===== src/vin_flow_pkg.sv =====
// Stream flow control definitions
package vin_flow_pkg;

    // Video timing tracker states
    typedef enum logic [1:0] {
        wait_vsync  = 2'd0,   // Not locked yet, no frame seen
        vblank      = 2'd1,   // After vsync, before the first line
        active_line = 2'd2,   // Enable high, words flowing
        hblank      = 2'd3    // Between two lines of a frame
    } tracker_state_t;

    // Output FIFO
    localparam int FIFO_DEPTH = 16;
    localparam int FIFO_AW    = 4;                    // log2 of FIFO_DEPTH

    // Credit handshake with the receiver
    localparam int CREDIT_MAX = 8;                    // Credits held after reset
    localparam int CREDIT_W   = 4;

    // Words lost to a full FIFO
    localparam int DROP_CNT_W = 16;

endpackage


===== src/vin_video_pkg.sv =====
// DPI video format definitions
package vin_video_pkg;

    // DPI input side, RGB666 with red in the top bits
    localparam int DPI_PIXEL_W     = 18;
    localparam int CH6_W           = 6;                  // One input colour channel
    localparam int DPI_R_LSB       = 12;                 // Red in [17:12]
    localparam int DPI_G_LSB       = 6;                  // Green in [11:6]
    localparam int DPI_B_LSB       = 0;                  // Blue in [5:0]

    // Two pixels per clk0_buf cycle
    localparam int PIXELS_PER_WORD = 2;
    localparam int PAIR_W          = PIXELS_PER_WORD * DPI_PIXEL_W;  // Rising pixel low, falling high

    // RGB565 output side
    localparam int CH5_W           = 5;                  // Red and blue after rounding
    localparam int CH5_MAX         = 31;                 // Saturation point of a rounded channel
    localparam int OUT_PIXEL_W     = 16;
    localparam int OUT_WORD_W      = PIXELS_PER_WORD * OUT_PIXEL_W;

    // Frame statistics
    localparam int FRAME_CNT_W     = 16;

endpackage

===== src/vin_ddr_capture.sv =====
// DPI DDR input capture
module vin_ddr_capture import vin_video_pkg::*; (
    input  logic                   clk0_buf,
    input  logic                   rst_n,
    input  logic                   dpi_hsync,
    input  logic                   dpi_vsync,
    input  logic                   dpi_de,
    input  logic [DPI_PIXEL_W-1:0] dpi_pixel,
    output logic                   cap_hsync,
    output logic                   cap_vsync,
    output logic                   cap_de,
    output logic [PAIR_W-1:0]      cap_pixel_pair
);

    // First stage, one register per clock edge
    logic [DPI_PIXEL_W-1:0] pix_rise;   // Pixel seen on the rising edge
    logic [DPI_PIXEL_W-1:0] pix_fall;   // Pixel seen on the following falling edge
    logic                   hs_rise;
    logic                   vs_rise;
    logic                   de_rise;

    // Sync and enable only sampled on the rising edge
    always_ff @(posedge clk0_buf) begin
        if (!rst_n) begin
            hs_rise   <= 1'b0;
            vs_rise   <= 1'b0;
            de_rise   <= 1'b0;
            cap_hsync <= 1'b0;
            cap_vsync <= 1'b0;
            cap_de    <= 1'b0;
        end else begin
            hs_rise   <= dpi_hsync;
            vs_rise   <= dpi_vsync;
            de_rise   <= dpi_de;
            cap_hsync <= hs_rise;   // Realigned with the pixel pair
            cap_vsync <= vs_rise;
            cap_de    <= de_rise;
        end
    end

    always_ff @(posedge clk0_buf) begin
        pix_rise       <= dpi_pixel;
        cap_pixel_pair <= {pix_fall, pix_rise};   // Falling pixel lands in the high half
    end

    always_ff @(negedge clk0_buf) begin
        pix_fall <= dpi_pixel;   // Second half of the pair
    end

    // Enable must hold from the rising edge through the falling edge
    // so both pixels of a pair share one cap_de
    a_de_stable_in_pair: assert property (
        @(negedge clk0_buf) disable iff (!rst_n) dpi_de == de_rise
    );

endmodule


===== src/vin_pixel_convert.sv =====
// RGB666 to RGB565 pixel converter
module vin_pixel_convert import vin_video_pkg::*; (
    input  logic                  clk0_buf,
    input  logic                  rst_n,
    input  logic [PAIR_W-1:0]     cap_pixel_pair,
    output logic [OUT_WORD_W-1:0] conv_word
);

    // Rounded channels per pixel of the pair
    logic [CH5_W-1:0] red_q [PIXELS_PER_WORD];
    logic [CH6_W-1:0] grn_q [PIXELS_PER_WORD];
    logic [CH5_W-1:0] blu_q [PIXELS_PER_WORD];

    // Add half an LSB, drop one bit, clamp 63 to 31
    function automatic logic [CH5_W-1:0] round_ch(input logic [CH6_W-1:0] ch);
        logic [CH6_W:0] sum;
        sum = {1'b0, ch} + 1'b1;
        if (sum[CH6_W:1] > CH5_MAX) begin
            round_ch = CH5_MAX[CH5_W-1:0];
        end else begin
            round_ch = sum[CH5_W:1];
        end
    endfunction

    // Stage one, rounding
    always_ff @(posedge clk0_buf) begin
        if (!rst_n) begin
            for (int p = 0; p < PIXELS_PER_WORD; p++) begin
                red_q[p] <= '0;
                grn_q[p] <= '0;
                blu_q[p] <= '0;
            end
        end else begin
            for (int p = 0; p < PIXELS_PER_WORD; p++) begin
                red_q[p] <= round_ch(cap_pixel_pair[p*DPI_PIXEL_W + DPI_R_LSB +: CH6_W]);
                grn_q[p] <= cap_pixel_pair[p*DPI_PIXEL_W + DPI_G_LSB +: CH6_W];  // Green keeps 6 bits
                blu_q[p] <= round_ch(cap_pixel_pair[p*DPI_PIXEL_W + DPI_B_LSB +: CH6_W]);
            end
        end
    end

    // Stage two, pack each pixel as R5 G6 B5
    always_ff @(posedge clk0_buf) begin
        if (!rst_n) begin
            conv_word <= '0;
        end else begin
            for (int p = 0; p < PIXELS_PER_WORD; p++) begin
                conv_word[p*OUT_PIXEL_W +: OUT_PIXEL_W] <= {red_q[p], grn_q[p], blu_q[p]};
            end
        end
    end

endmodule


===== src/vin_stream_out.sv =====
// Tagged pixel stream output with credits
module vin_stream_out import vin_video_pkg::*, vin_flow_pkg::*; (
    input  logic                  clk0_buf,
    input  logic                  rst_n,
    input  logic                  trk_valid,
    input  logic                  trk_sof,
    input  logic                  trk_eol,
    input  logic [OUT_WORD_W-1:0] conv_word,
    input  logic                  credit_return,
    output logic                  out_valid,
    output logic                  out_sof,
    output logic                  out_eol,
    output logic [OUT_WORD_W-1:0] out_data,
    output logic [DROP_CNT_W-1:0] drop_count
);

    // FIFO storage holding each word beside its tags
    logic [OUT_WORD_W-1:0] word_mem [FIFO_DEPTH];
    logic                  sof_mem  [FIFO_DEPTH];
    logic                  eol_mem  [FIFO_DEPTH];

    logic [FIFO_AW:0]      wr_ptr;       // Extra bit tells full from empty
    logic [FIFO_AW:0]      rd_ptr;
    logic [FIFO_AW:0]      fill;         // Words currently held
    logic                  fifo_full;
    logic                  fifo_empty;
    logic                  push;
    logic                  drop;
    logic                  pop;
    logic [CREDIT_W-1:0]   credit_cnt;   // Words the receiver can still take

    assign fill       = wr_ptr - rd_ptr;
    assign fifo_full  = (fill == FIFO_DEPTH);
    assign fifo_empty = (wr_ptr == rd_ptr);

    assign push = trk_valid && !fifo_full;
    assign drop = trk_valid && fifo_full;             // Live video cannot stall the source
    assign pop  = !fifo_empty && (credit_cnt != '0);  // One send per cycle at most

    // Tags and pixels arrive aligned on the write side
    always_ff @(posedge clk0_buf) begin
        if (push) begin
            word_mem[wr_ptr[FIFO_AW-1:0]] <= conv_word;
            sof_mem[wr_ptr[FIFO_AW-1:0]]  <= trk_sof;
            eol_mem[wr_ptr[FIFO_AW-1:0]]  <= trk_eol;
        end
    end

    always_ff @(posedge clk0_buf) begin
        if (!rst_n) begin
            wr_ptr <= '0;
            rd_ptr <= '0;
        end else begin
            if (push) begin
                wr_ptr <= wr_ptr + 1'b1;
            end
            if (pop) begin
                rd_ptr <= rd_ptr + 1'b1;
            end
        end
    end

    // Credit counter where a send and a return can share a cycle
    always_ff @(posedge clk0_buf) begin
        if (!rst_n) begin
            credit_cnt <= CREDIT_MAX[CREDIT_W-1:0];
        end else begin
            case ({pop, credit_return})
                2'b10:   credit_cnt <= credit_cnt - 1'b1;
                2'b01:   credit_cnt <= credit_cnt + 1'b1;
                default: credit_cnt <= credit_cnt;   // Both or neither leaves the count
            endcase
        end
    end

    // Output register with tags qualified by the send
    always_ff @(posedge clk0_buf) begin
        if (!rst_n) begin
            out_valid <= 1'b0;
            out_sof   <= 1'b0;
            out_eol   <= 1'b0;
        end else begin
            out_valid <= pop;
            out_sof   <= pop && sof_mem[rd_ptr[FIFO_AW-1:0]];
            out_eol   <= pop && eol_mem[rd_ptr[FIFO_AW-1:0]];
        end
    end

    always_ff @(posedge clk0_buf) begin
        if (pop) begin
            out_data <= word_mem[rd_ptr[FIFO_AW-1:0]];   // Holds last word between sends
        end
    end

    // Saturating count of dropped words
    always_ff @(posedge clk0_buf) begin
        if (!rst_n) begin
            drop_count <= '0;
        end else if (drop && (drop_count != '1)) begin
            drop_count <= drop_count + 1'b1;
        end
    end

    // Receiver returned more than it was sent
    a_credit_bound: assert property (
        @(posedge clk0_buf) disable iff (!rst_n) credit_cnt <= CREDIT_MAX
    );

    // Pointer distance stays within the storage
    a_fifo_bound: assert property (
        @(posedge clk0_buf) disable iff (!rst_n) fill <= FIFO_DEPTH
    );

endmodule


===== src/vin_timing_tracker.sv =====
// Video timing tracker
module vin_timing_tracker import vin_video_pkg::*, vin_flow_pkg::*; (
    input  logic                   clk0_buf,
    input  logic                   rst_n,
    input  logic                   cap_hsync,
    input  logic                   cap_vsync,
    input  logic                   cap_de,
    output logic                   trk_valid,
    output logic                   trk_sof,
    output logic                   trk_eol,
    output logic [FRAME_CNT_W-1:0] frame_count
);

    tracker_state_t state;
    tracker_state_t next_state;
    logic           vs_d;        // Vsync one cycle back, for edge detect
    logic           vs_edge;     // Rising edge of vsync
    logic           word_now;    // Current cap word belongs to a line
    logic           word_d;      // Same, one cycle back
    logic           sof_d;       // Delayed word is first of its frame

    assign vs_edge = cap_vsync & ~vs_d;

    always_comb begin
        next_state = state;
        if (vs_edge) begin
            next_state = vblank;                         // New frame from any state
        end else begin
            case (state)
                wait_vsync:  next_state = wait_vsync;    // Hold until the first vsync
                vblank: begin
                    if (cap_de && !cap_hsync) begin
                        next_state = active_line;        // First line of the frame
                    end
                end
                active_line: begin
                    if (!cap_de || cap_hsync) begin
                        next_state = hblank;             // Enable fell, or hsync cuts the line
                    end
                end
                hblank: begin
                    if (cap_de && !cap_hsync) begin
                        next_state = active_line;
                    end
                end
                default:     next_state = wait_vsync;
            endcase
        end
    end

    // Only words inside a tracked line go downstream
    assign word_now = cap_de && (next_state == active_line);

    // Stage one, state and delayed enable
    always_ff @(posedge clk0_buf) begin
        if (!rst_n) begin
            state  <= wait_vsync;
            vs_d   <= 1'b0;
            word_d <= 1'b0;
            sof_d  <= 1'b0;
        end else begin
            state  <= next_state;
            vs_d   <= cap_vsync;
            word_d <= word_now;
            sof_d  <= word_now && (state == vblank);   // Leaving vblank marks frame start
        end
    end

    // Stage two, tags with one word of look-ahead
    always_ff @(posedge clk0_buf) begin
        if (!rst_n) begin
            trk_valid   <= 1'b0;
            trk_sof     <= 1'b0;
            trk_eol     <= 1'b0;
            frame_count <= '0;
        end else begin
            trk_valid <= word_d;
            trk_sof   <= sof_d;
            trk_eol   <= word_d && !word_now;   // Next word is not part of this line
            if (sof_d) begin
                frame_count <= frame_count + 1'b1;   // Wraps after 65535 frames
            end
        end
    end

endmodule


===== src/vin_top.sv =====
// DPI video input front end
module vin_top import vin_video_pkg::*, vin_flow_pkg::*; (
    input  logic                   clk0_buf,
    input  logic                   rst_n,
    input  logic                   dpi_hsync,
    input  logic                   dpi_vsync,
    input  logic                   dpi_de,
    input  logic [DPI_PIXEL_W-1:0] dpi_pixel,
    input  logic                   credit_return,
    output logic                   out_valid,
    output logic                   out_sof,
    output logic                   out_eol,
    output logic [OUT_WORD_W-1:0]  out_data,
    output logic [FRAME_CNT_W-1:0] frame_count,
    output logic [DROP_CNT_W-1:0]  drop_count
);

    // Capture outputs, one pair per cycle
    logic                  cap_hsync;
    logic                  cap_vsync;
    logic                  cap_de;
    logic [PAIR_W-1:0]     cap_pixel_pair;

    // Parallel paths, both two cycles deep
    logic                  trk_valid;
    logic                  trk_sof;
    logic                  trk_eol;
    logic [OUT_WORD_W-1:0] conv_word;

    vin_ddr_capture u_capture (
        .clk0_buf, .rst_n,
        .dpi_hsync, .dpi_vsync, .dpi_de, .dpi_pixel,
        .cap_hsync, .cap_vsync, .cap_de, .cap_pixel_pair
    );

    vin_timing_tracker u_tracker (
        .clk0_buf, .rst_n,
        .cap_hsync, .cap_vsync, .cap_de,
        .trk_valid, .trk_sof, .trk_eol, .frame_count
    );

    vin_pixel_convert u_convert (
        .clk0_buf, .rst_n,
        .cap_pixel_pair, .conv_word
    );

    vin_stream_out u_stream (
        .clk0_buf, .rst_n,
        .trk_valid, .trk_sof, .trk_eol, .conv_word, .credit_return,
        .out_valid, .out_sof, .out_eol, .out_data, .drop_count
    );

endmodule


===== config.mk =====
export PLATFORM = sky130hd
export DESIGN_NAME = vin_top
export DESIGN_NICKNAME = d
export VERILOG_FILES = /design/src/vin_flow_pkg.sv /design/src/vin_video_pkg.sv /design/src/vin_ddr_capture.sv /design/src/vin_pixel_convert.sv /design/src/vin_stream_out.sv /design/src/vin_timing_tracker.sv /design/src/vin_top.sv
export SDC_FILE = /design/constraint.sdc
export NUM_CORES = 1
export LEC_CHECK = 0
export ABC_AREA = 1
export BUFFER_PORTS_ARGS = -buffer_cell sky130_fd_sc_hd__buf_2
export CORE_ASPECT_RATIO = 1.5
export CORE_MARGIN = 5
export CORE_UTILIZATION = 56
export CTS_CLUSTER_DIAMETER = 200
export DETAILED_ROUTE_END_ITERATION = 16
export PLACE_DENSITY = 0.73
export SYNTH_ARGS = -nofsm -noshare
export SYNTH_HDL_FRONTEND = slang
export SYNTH_SLANG_ARGS = --single-unit
export TNS_END_PERCENT = 30

===== constraint.sdc =====
create_clock -name clk0_buf -period 11.1 [get_ports clk0_buf]
set_clock_uncertainty 0.15 [all_clocks]
set_input_delay 1.665 -clock clk0_buf [delete_from_list [all_inputs] [get_ports clk0_buf]]
set_output_delay 1.665 -clock clk0_buf [all_outputs]
set_load 0.01 [all_outputs]

-- Word-level counts from Yosys, hierarchy flattened
Memories as Yosys holds them, arrays and structs flattened. A register that Yosys moved wholly into a read port is not among the register bits.
Cells that the tools add are included.
- word-level logic and storage cells: 115
- input port bits: 24
- memories kept: 6
- memory bits (writable): 576
- bits in registers: 135
- output and inout bits: 67
- memory list (memory ; words ; width ; rd ports ; clocked after memory_dff ; wr ports ; line ; text):
    u_stream.word_mem ; 16 ; 32 ; 1 ; 1 ; 1 ; vin_stream_out.sv:18 ; logic [OUT_WORD_W-1:0] word_mem [FIFO_DEPTH];
    u_stream.eol_mem ; 16 ; 1 ; 1 ; 1 ; 1 ; vin_stream_out.sv:20 ; logic eol_mem [FIFO_DEPTH];
    u_stream.sof_mem ; 16 ; 1 ; 1 ; 1 ; 1 ; vin_stream_out.sv:19 ; logic sof_mem [FIFO_DEPTH];
    u_convert.grn_q ; 2 ; 6 ; 2 ; 2 ; 2 ; vin_pixel_convert.sv:11 ; logic [CH6_W-1:0] grn_q [PIXELS_PER_WORD];
    u_convert.blu_q ; 2 ; 5 ; 2 ; 2 ; 2 ; vin_pixel_convert.sv:12 ; logic [CH5_W-1:0] blu_q [PIXELS_PER_WORD];
    u_convert.red_q ; 2 ; 5 ; 2 ; 2 ; 2 ; vin_pixel_convert.sv:10 ; logic [CH5_W-1:0] red_q [PIXELS_PER_WORD];
- eq/ne operators: 9
- mux-type cells: 27
- reduce and logical (&&, ||, !) cells: 26
- add/subtract/negate cells: 11
- bitwise gates (word level): 8
- order comparisons: 4
- operators with widths (cell ; count):
    2-to-1 mux 5 bit ; 12
    adder 16 x 1 -> 16 bit, second input constant ; 2
    adder 6 x 1 -> 7 bit, second input constant ; 4
    > comparator 6 x 5 -> 1 bit, second input constant ; 4
    2-to-1 mux 4 bit ; 4
    inequality test 16 bit, second input constant ; 1
    2-to-1 mux 6 bit ; 2
    zero test 1 bit ; 11
    adder 5 x 1 -> 5 bit, second input constant ; 2
    logical AND 1 bit ; 10
    == test 2 bit, second input constant ; 4
    case mux 4 bit (2 select lines) ; 1
    2-to-1 mux 2 bit ; 3
    OR 1 bit ; 6
    case mux 2 bit (3 select lines) ; 1
    == test 5 bit ; 1
    == test 5 bit, second input constant ; 1
    subtractor 5 bit ; 1
    adder 4 x 1 -> 4 bit, second input constant ; 1
    == test 2 x 1 -> 1 bit, second input constant ; 2
    2-to-1 mux 1 bit ; 4
    nonzero test 4 bit ; 1
    subtractor 4 x 1 -> 4 bit, second input constant ; 1
    zero test 2 bit ; 1
    other kinds (5) ; 5

-- Logic depth before layout (Yosys ltp)
Gate-level depths: netlist (run 1).
- depth in word-level cells: 9
- mapped depth: 18

-- Cells and area by module
Synthesis (run 1) repeated with hierarchy kept, for this count alone.
- cells, all modules: 2328
- area total of the unflattened synthesis: 28731.3 µm²
- modules (own cells, without submodules) (module ; area an instance (µm²) ; cells an instance ; times used ; seq. area each (µm²)):
    vin_stream_out ; 23929.2 ; 1831 ; 1 ; 18037.3
    vin_pixel_convert ; 2150.8 ; 261 ; 1 ; 1281.2
    vin_ddr_capture ; 1610.3 ; 91 ; 1 ; 1561.5
    vin_timing_tracker ; 1041.0 ; 145 ; 1 ; 480.5

==> results of run 1 <==
==> flip-flops by register name (all words and copies together), names as in the netlist, 10 cells and up, named ones only <==
register and count:
u_capture.pix_fall 18, u_stream.eol_mem 16, u_stream.out_data 32, u_convert.conv_word 32, u_stream.drop_count 16, u_stream.sof_mem 16
u_capture.pix_rise 18, u_stream.word_mem 512, u_convert.red_q 10, u_convert.blu_q 10, u_capture.cap_pixel_pair 36, u_tracker.frame_count 16
u_convert.grn_q 12
==> cell families (layout without fill, tap and decap cells) <==
| family | count (synthesis) | count (layout) | share of synthesized area |
|---|---|---|---|
| buffers and inverters | 258 | 394 | 0.0355 |
| adders and majority gates | 19 | 19 | 0.00856 |
| AOI/OAI and AO/OA | 479 | 479 | 0.0964 |
| other | 0 | 1 | 0 |
| DFF | 779 | 779 | 0.746 |
| xor gates and xnor gates | 19 | 19 | 0.00581 |
| and+or+nand+nor | 750 | 750 | 0.108 |
==> worst paths after layout <==
check                                startpoint                              endpoint
setup reg to reg  u_capture.pix_fall[2]$_DFF_N_  u_capture.cap_pixel_pair[20]$_DFF_P_
setup / recovery                   dpi_pixel[8]         u_capture.pix_fall[8]$_DFF_N_
hold / removal    u_capture.pix_rise[3]$_DFF_P_   u_capture.cap_pixel_pair[3]$_DFF_P_
hold reg to reg   u_capture.pix_rise[3]$_DFF_P_   u_capture.cap_pixel_pair[3]$_DFF_P_
==> power groups by stage <==
stage / clock, mW / combinational, mW / sequential (mW)
global route: 2.63 / 1.44 / 3.42
global placement: 0.0105 / 1.23 / 3.46
CTS: 2.50 / 1.29 / 3.40
floorplan: 0.0105 / 0.930 / 3.41
finish: 2.47 / 1.29 / 3.40
detailed placement: 0.0105 / 1.29 / 3.46
==> routing by layer <==
metal,vias to the layer above,part of all wire,track usage
met4,2,0.041,0.101
met1,8760,0.37,0.265
met5,-,0.00021,0
met2,792,0.51,0.396
met3,181,0.075,0.0420
li1,8376,-,-
==> cell usage after synthesis, drive strengths merged <==
cell type and count:
clkbuf 89, a22oi 3, o221ai 52, edfxtp 576, dfxtp 203, nor3b 6, a311oi 1, buf 35
nor4 1, xnor2 7, nand3 100, fa 1, clkinv 3, a211oi 5, xor2 12, nand4 20
nand2 253, a21oi 45, o211ai 15, a31oi 4, o21a 3, nor3 15, or2 2, ha 18
nor2 349, and3 1, nand3b 3, o22ai 76, o21ai 275, inv 131
==> cell type report <==
cell class / instances / area (um2) / area share
flip-flops and latches: 779 / 21400 / 0.664
multi-input cells: 1267 / 6400 / 0.199
clock buffers: 83 / 1890 / 0.0588
well taps: 669 / 837 / 0.0260
repair buffers: 117 / 653 / 0.0203
clock inverters: 61 / 518 / 0.0161
inverters: 133 / 504 / 0.0157
diodes: 1 / 2.50 / 0.0000778
==> cell usage in the layout (no fill, tap or decap), drive strengths merged, types with 12 or more instances in the layout <==
cell type / instances
nand3: 100
clkbuf: 83
nor2: 349
dfxtp: 203
nand2: 253
buf: 117
clkinv: 23
nand4: 20
o21ai: 275
a21oi: 45
o211ai: 15
o221ai: 52
o22ai: 76
xor2: 12
ha: 18
inv: 159
edfxtp: 576
nor3: 15
==> per-stage QoR <==
step	cell area, um2	hold slack, ns
global placement	29800	0.170
global route	32200	0.186
CTS	32200	0.172
floorplan	28600	0.160
detailed placement	29800	0.163
finish	32200	0.173
==> impl_metrics.py, run 1 <==
metrics = {
    "detailed_routing": {
        "drt.antenna.violating_nets": 0,
        "routedWlPerCell_um": 20.3,
        "firstDrtPassIters": 5,
        "wl_um": 63200,
        "vias_per_cell": 5.82,
        "drc": 0,
        "routed-via-count": 18100,
        "drt_first_iter_violations": 1390,
    },
    "cts": {
        "path_clk_slew_ns": 0.06,
        "clock_latency_ns": 0.64,
        "cts_resized": 0,
        "clockBufferDepth": 3,
        "numCtsBuffers": 69,
        "h-tree-depth": 3,
        "cts_tree": "yes",
        "root_buffer": "clkbuf_16",
        "hold_buffers": 0,
        "cts.sinks": 779,
        "post_cts_buffers": 0,
    },
    "power_and_ir_drop": {
        "power_mw": 7.15,
        "power.static_leakage_nw": 11.7,
        "p_seq_frac": 0.475,
        "switching_share": 0.292,
        "switching_power_mw": 2.09,
        "p_comb_frac": 0.180,
        "internal-power_mw": 5.06,
        "powerDensity_mw_per_mm2": 222,
        "peakVddDrop_mv": 0.160,
        "p_clk_frac": 0.345,
    },
    "critical_path": {
        "cp_data_required_time_ns": 5.93,
        "path_max_fanout": 2,
        "path_depth": 1,
        "critical_path.top_delay_family": "buffers and inverters",
        "startpoint_type": "input pin",
        "critPathBufInv": 1,
        "end_kind": "flop",
        "criticalPathCategory": "in2reg",
        "worst_r2r_path_depth": 0,
        "cp_cell_sequence": "buf_2",
        "slowest_delay_ns": 0.11,
        "cp_slowest_cell": "buf_2",
        "worst-r2r-setup-slack_ns": 4.96,
        "critPathArrivalTime_ns": 1.78,
    },
    "grt": {
        "gr-total-overflow": 0,
        "grt_antenna_before_repair": 2,
        "grt_pass1_vias": 18500,
        "grt_first_pass_wirelength_um": 97900,
        "grt_max_degree": 153,
        "grt_usage": 0.223,
    },
    "die": {
        "ios": 91,
        "die-area_mm2": 0.0559,
        "num_rows": 101,
        "die_w_um": 195,
        "core_mm2": 0.0507,
        "die_y_um": 287,
        "start_util": 0.565,
    },
    "sta": {
        "tightest_slew_ns": 1.11,
        "setup_viol": 0,
        "setup_tns_ns": 0,
        "drv_slew": 0,
        "final-hold-violation-count": 0,
        "timing.final.ws_setup_ns": 4.15,
        "relSlewSlack": 0.258,
        "rsz0062_at_grt": "false",
    },
    "place": {
        "globalplace.congestion": 0.783,
        "dp_hpwl_um": 35100,
        "portBuffers": 90,
        "dp_cells": 2966,
        "pre_cts_ws_ns": 3.51,
    },
    "synthesis": {
        "yosys.area.top_type_share": 0.604,
        "avgSynthCellArea_um2": 12.4,
        "ys_warn_count": 0,
        "synth_area_mm2": 0.0286,
        "syn-num-nets": 2347,
        "syn_inst": 2304,
        "yosys-top-cells-area": "edfxtp_1 (60%), dfxtp_1 (14%), o21ai_0 (4.7%), nor2_1 (4.5%), nand2_1 (3.3%)",
        "yosysSeqAreaShare": 0.746,
        "yosysTopAreaCell": "edfxtp_1",
        "ys_ff_latch": 779,
        "synth_cell_types": 42,
    },
    "job": {
        "drv_cap": 0,
    },
    "cells_and_area": {
        "final_layout_size_suffix_gt1_frac": 0.107,
        "final_nets": 2428,
        "final_util": 0.635,
        "finalNonFillerCells": 3110,
        "area_delta_synth_final_pct": 12.3,
        "fill_cells": 3678,
    },
    "status": {
        "status": "finished clean",
    },
    "min_path": {
        "min_delay_path_depth": 0,
        "hold_path_class": "reg2reg",
    },
}
Power figures use the tool's default switching activity.
==> run 2, diff against run 1 <==
--- a/config.mk
+++ b/config.mk
@@ -5,7 +5,7 @@
 export SDC_FILE = /design/constraint.sdc
 export NUM_CORES = 1
 export LEC_CHECK = 0
-export ABC_AREA = 1
+export ABC_AREA = 0
 export BUFFER_PORTS_ARGS = -buffer_cell sky130_fd_sc_hd__buf_2
 export CORE_ASPECT_RATIO = 1.5
 export CORE_MARGIN = 5
==> constraint.sdc (replaced) <==
create_clock -name clk0_buf -period 6.95 [get_ports clk0_buf]
set_clock_uncertainty 0.15 [all_clocks]
set_input_delay 1.0425 -clock clk0_buf [delete_from_list [all_inputs] [get_ports clk0_buf]]
set_output_delay 1.0425 -clock clk0_buf [all_outputs]
set_load 0.01 [all_outputs]
==> run 2 against run 1 <==
  * Hold slack better by 0.0014 ns
  * Final cell count is 22% lower
  * Critical path depth is 7 higher
  * Critical endpoint is now u_stream.word_mem[13][2]$_DFFE_PP_
==> impl_metrics.py, run 2 <==
metrics = {
    "grt": {
        "gr-total-overflow": 0,
        "grt_first_pass_wirelength_um": 87700,
        "grt_pass1_vias": 14800,
        "grtUsageMet3": 0.0378,
        "grt_use_met2": 0.365,
        "grt_usage": 0.213,
        "grt_max_degree": 87,
        "grt_busiest_layer": "met2",
        "grt_util_met1": 0.283,
        "grt_antenna_before_repair": 0,
    },
    "detailed_routing": {
        "firstDrtPassIters": 5,
        "vias_per_cell": 5.88,
        "routed-via-count": 14200,
        "wl_um": 57100,
        "drc": 0,
        "drt_first_iter_violations": 1054,
        "drt.antenna.violating_nets": 0,
        "routedWlPerCell_um": 23.6,
    },
    "cells_and_area": {
        "regArea_mm2": 0.0214,
        "final_layout_size_suffix_gt1_frac": 0.214,
        "fill_cells": 3445,
        "final_nets": 1743,
        "final_common_cell": "edfxtp_1",
        "layout_common_cells": "edfxtp_1 (576), dfxtp_1 (200), nand2_1 (159)",
        "largest_register_ffs": 512,
        "multiInputGateArea_mm2": 0.00643,
        "final_util": 0.638,
        "area_delta_synth_final_pct": 12.6,
        "num_antenna_cells": 0,
    },
    "synthesis": {
        "yosys.area.top_type_share": 0.615,
        "syn_inst": 1574,
        "synthXorXnorAreaFrac": 0.00930,
        "synthMuxAreaShare": 0.114,
        "synth_common_cells": "edfxtp_1 (576), dfxtp_1 (203), nand2_1 (159)",
        "yosysSeqAreaShare": 0.760,
        "avgSynthCellArea_um2": 17.9,
        "ys_warn_count": 0,
        "synth_most_common_cell": "edfxtp_1",
        "ys_ff_latch": 779,
        "synth_cell_types": 51,
        "yosys-top-cells-area": "edfxtp_1 (62%), dfxtp_1 (14%), mux4_2 (11%), nand2_1 (2.1%), and3_1 (1.3%)",
        "async_flop_share": 0,
        "synthFlopType": "edfxtp_1",
        "syn-num-nets": 1617,
        "synth-edff-count": 576,
        "synth_compound_area_frac": 0.0220,
        "synth_simple_gate_area_frac": 0.0727,
        "yosysTopAreaCell": "edfxtp_1",
        "synth_top_family_by_area": "multiplexers",
        "synth-adder-area-share": 0.00872,
        "synth_area_mm2": 0.0281,
    },
    "critical_path": {
        "worst_r2r_path_depth": 8,
        "criticalPathCategory": "reg2reg",
        "r2r_start": "u_stream.rd_ptr[2]$_SDFFE_PN0P_",
        "cp_data_required_time_ns": 7.07,
        "end_kind": "flop",
        "slowest_delay_ns": 0.82,
        "worst-r2r-setup-slack_ns": 2.57,
        "critPathArrivalTime_ns": 4.50,
        "cp_cell_sequence": "clkinv_1, ha_1, a21oi_1, a21bo_2, xnor2_2, a41oi_2, and3_2, buf_4",
        "reg2reg_to": "u_stream.word_mem[13][2]$_DFFE_PP_",
        "startpoint_type": "flop",
        "cp_slowest_cell": "and3_2",
        "endpoint": "u_stream.word_mem[13][2]$_DFFE_PP_",
        "worstSetupStartpoint": "u_stream.rd_ptr[2]$_SDFFE_PN0P_",
        "path_max_fanout": 47,
    },
    "die": {
        "die_w_um": 193,
        "die_y_um": 284,
        "start_util": 0.566,
        "die-area_mm2": 0.0549,
        "num_rows": 100,
        "core_mm2": 0.0497,
        "ios": 91,
    },
    "power_and_ir_drop": {
        "peakVddDrop_mv": 0.336,
        "power.static_leakage_nw": 10.8,
        "powerDensity_mw_per_mm2": 305,
        "power_mw": 9.67,
    },
    "cts": {
        "cts.sinks": 779,
        "cts_tree": "yes",
        "cts_resized": 0,
        "numCtsBuffers": 68,
        "h-tree-depth": 3,
        "clockBufferDepth": 3,
        "path_clk_slew_ns": 0.07,
        "post_cts_buffers": 0,
        "hold_buffers": 0,
        "root_buffer": "clkbuf_16",
        "clock_latency_ns": 0.63,
    },
    "sta": {
        "rsz0062_at_grt": "false",
        "tightest_slew_ns": 1.14,
        "max_clock_freq_ghz": 0.228,
        "drv_slew": 0,
        "min_period_ns": 4.38,
        "relSlewSlack": 0.238,
        "setup_tns_ns": 0,
        "setup_viol": 0,
        "timing.final.ws_setup_ns": 2.57,
        "post-route-period-util": 0.630,
        "final-hold-violation-count": 0,
    },
    "place": {
        "portBuffers": 90,
        "dp_hpwl_um": 31900,
        "pre_cts_ws_ns": 2.06,
        "globalplace.congestion": 0.752,
    },
    "min_path": {
        "hold_path_class": "reg2reg",
    },
    "job": {
        "drv_cap": 0,
    },
    "status": {
        "status": "finished clean",
    },
}
## run 2: changes by cell type after synthesis, moves of 76 or more
cell     before  now
nand2_1     251  159
mux4_2        0  138
inv_1       130   14
o22ai_1      76    0
nand3_1     100   17
nor2_1      346   58
o21ai_0     268   12
## run 2: report_power, final
part | internal (mW) | switching (mW) | total, mW
clock network | 2.27 | 1.61 | 3.88
registers | 5.07 | 0.108 | 5.18
logic | 0.323 | 0.285 | 0.607
## run 2: worst min path at each step
stage,from,end,slack [ns],cells past startpoint
after CTS,u_capture.pix_rise[12]$_DFF_P_,u_capture.cap_pixel_pair[12]$_DFF_P_,0.18,0
after global placement,u_capture.pix_rise[13]$_DFF_P_,u_capture.cap_pixel_pair[13]$_DFF_P_,0.17,0
after floorplan,u_capture.pix_rise[0]$_DFF_P_,u_capture.cap_pixel_pair[0]$_DFF_P_,0.16,0
final,u_capture.pix_rise[3]$_DFF_P_,u_capture.cap_pixel_pair[3]$_DFF_P_,0.17,0
after global routing,u_capture.pix_rise[14]$_DFF_P_,u_capture.cap_pixel_pair[14]$_DFF_P_,0.18,0
after detailed placement,u_capture.pix_rise[14]$_DFF_P_,u_capture.cap_pixel_pair[14]$_DFF_P_,0.16,0
## run 2: layout make-up
| class | count | area share |
|---|---|---|
| Timing Repair Buffer | 114 | 0.0199 |
| Sequential cell | 779 | 0.675 |
| Inverter | 15 | 0.00178 |
| Clock inverter | 43 | 0.0120 |
| Tap cell | 663 | 0.0262 |
| Clock buffer | 98 | 0.0625 |
| Multi-Input combinational cell | 704 | 0.203 |
## run 2: layer usage
| metal | vias to the layer above | part of all wire |
|---|---|---|
| met5 | - | 0 |
| met4 | 0 | 0.020 |
| met3 | 89 | 0.065 |
| met2 | 508 | 0.52 |
| met1 | 7300 | 0.39 |
| li1 | 6297 | - |
## run 2: cell families (layout without fill, tap and decap cells)
group	Yosys count	count (layout)
AOI/OAI and AO/OA	94	94
xor gates and xnor gates	29	29
adders and majority gates	19	19
buffers and inverters	91	270
DFF	779	779
muxes	148	148
and+or+nand+nor	414	414
## run 2: worst max-delay path: cells and delay by family (launching register included)
kind                       cells  cell delay (ns)
DFF                            1             0.79
adders and majority gates      1             0.44
and+or+nand+nor                1             0.82
buffers and inverters          2             0.59
AOI/OAI and AO/OA              3             1.08
xor gates and xnor gates       1             0.16
## run 2: through the flow
step | cells | hold WS [ns] | cell area, um2
floorplan | 1574 | 0.160 | 28100
global route | 2416 | 0.183 | 31700
CTS | 2416 | 0.177 | 31700
detailed placement | 2276 | 0.162 | 29300
global placement | 2276 | 0.166 | 29300
finish | 2416 | 0.174 | 31700
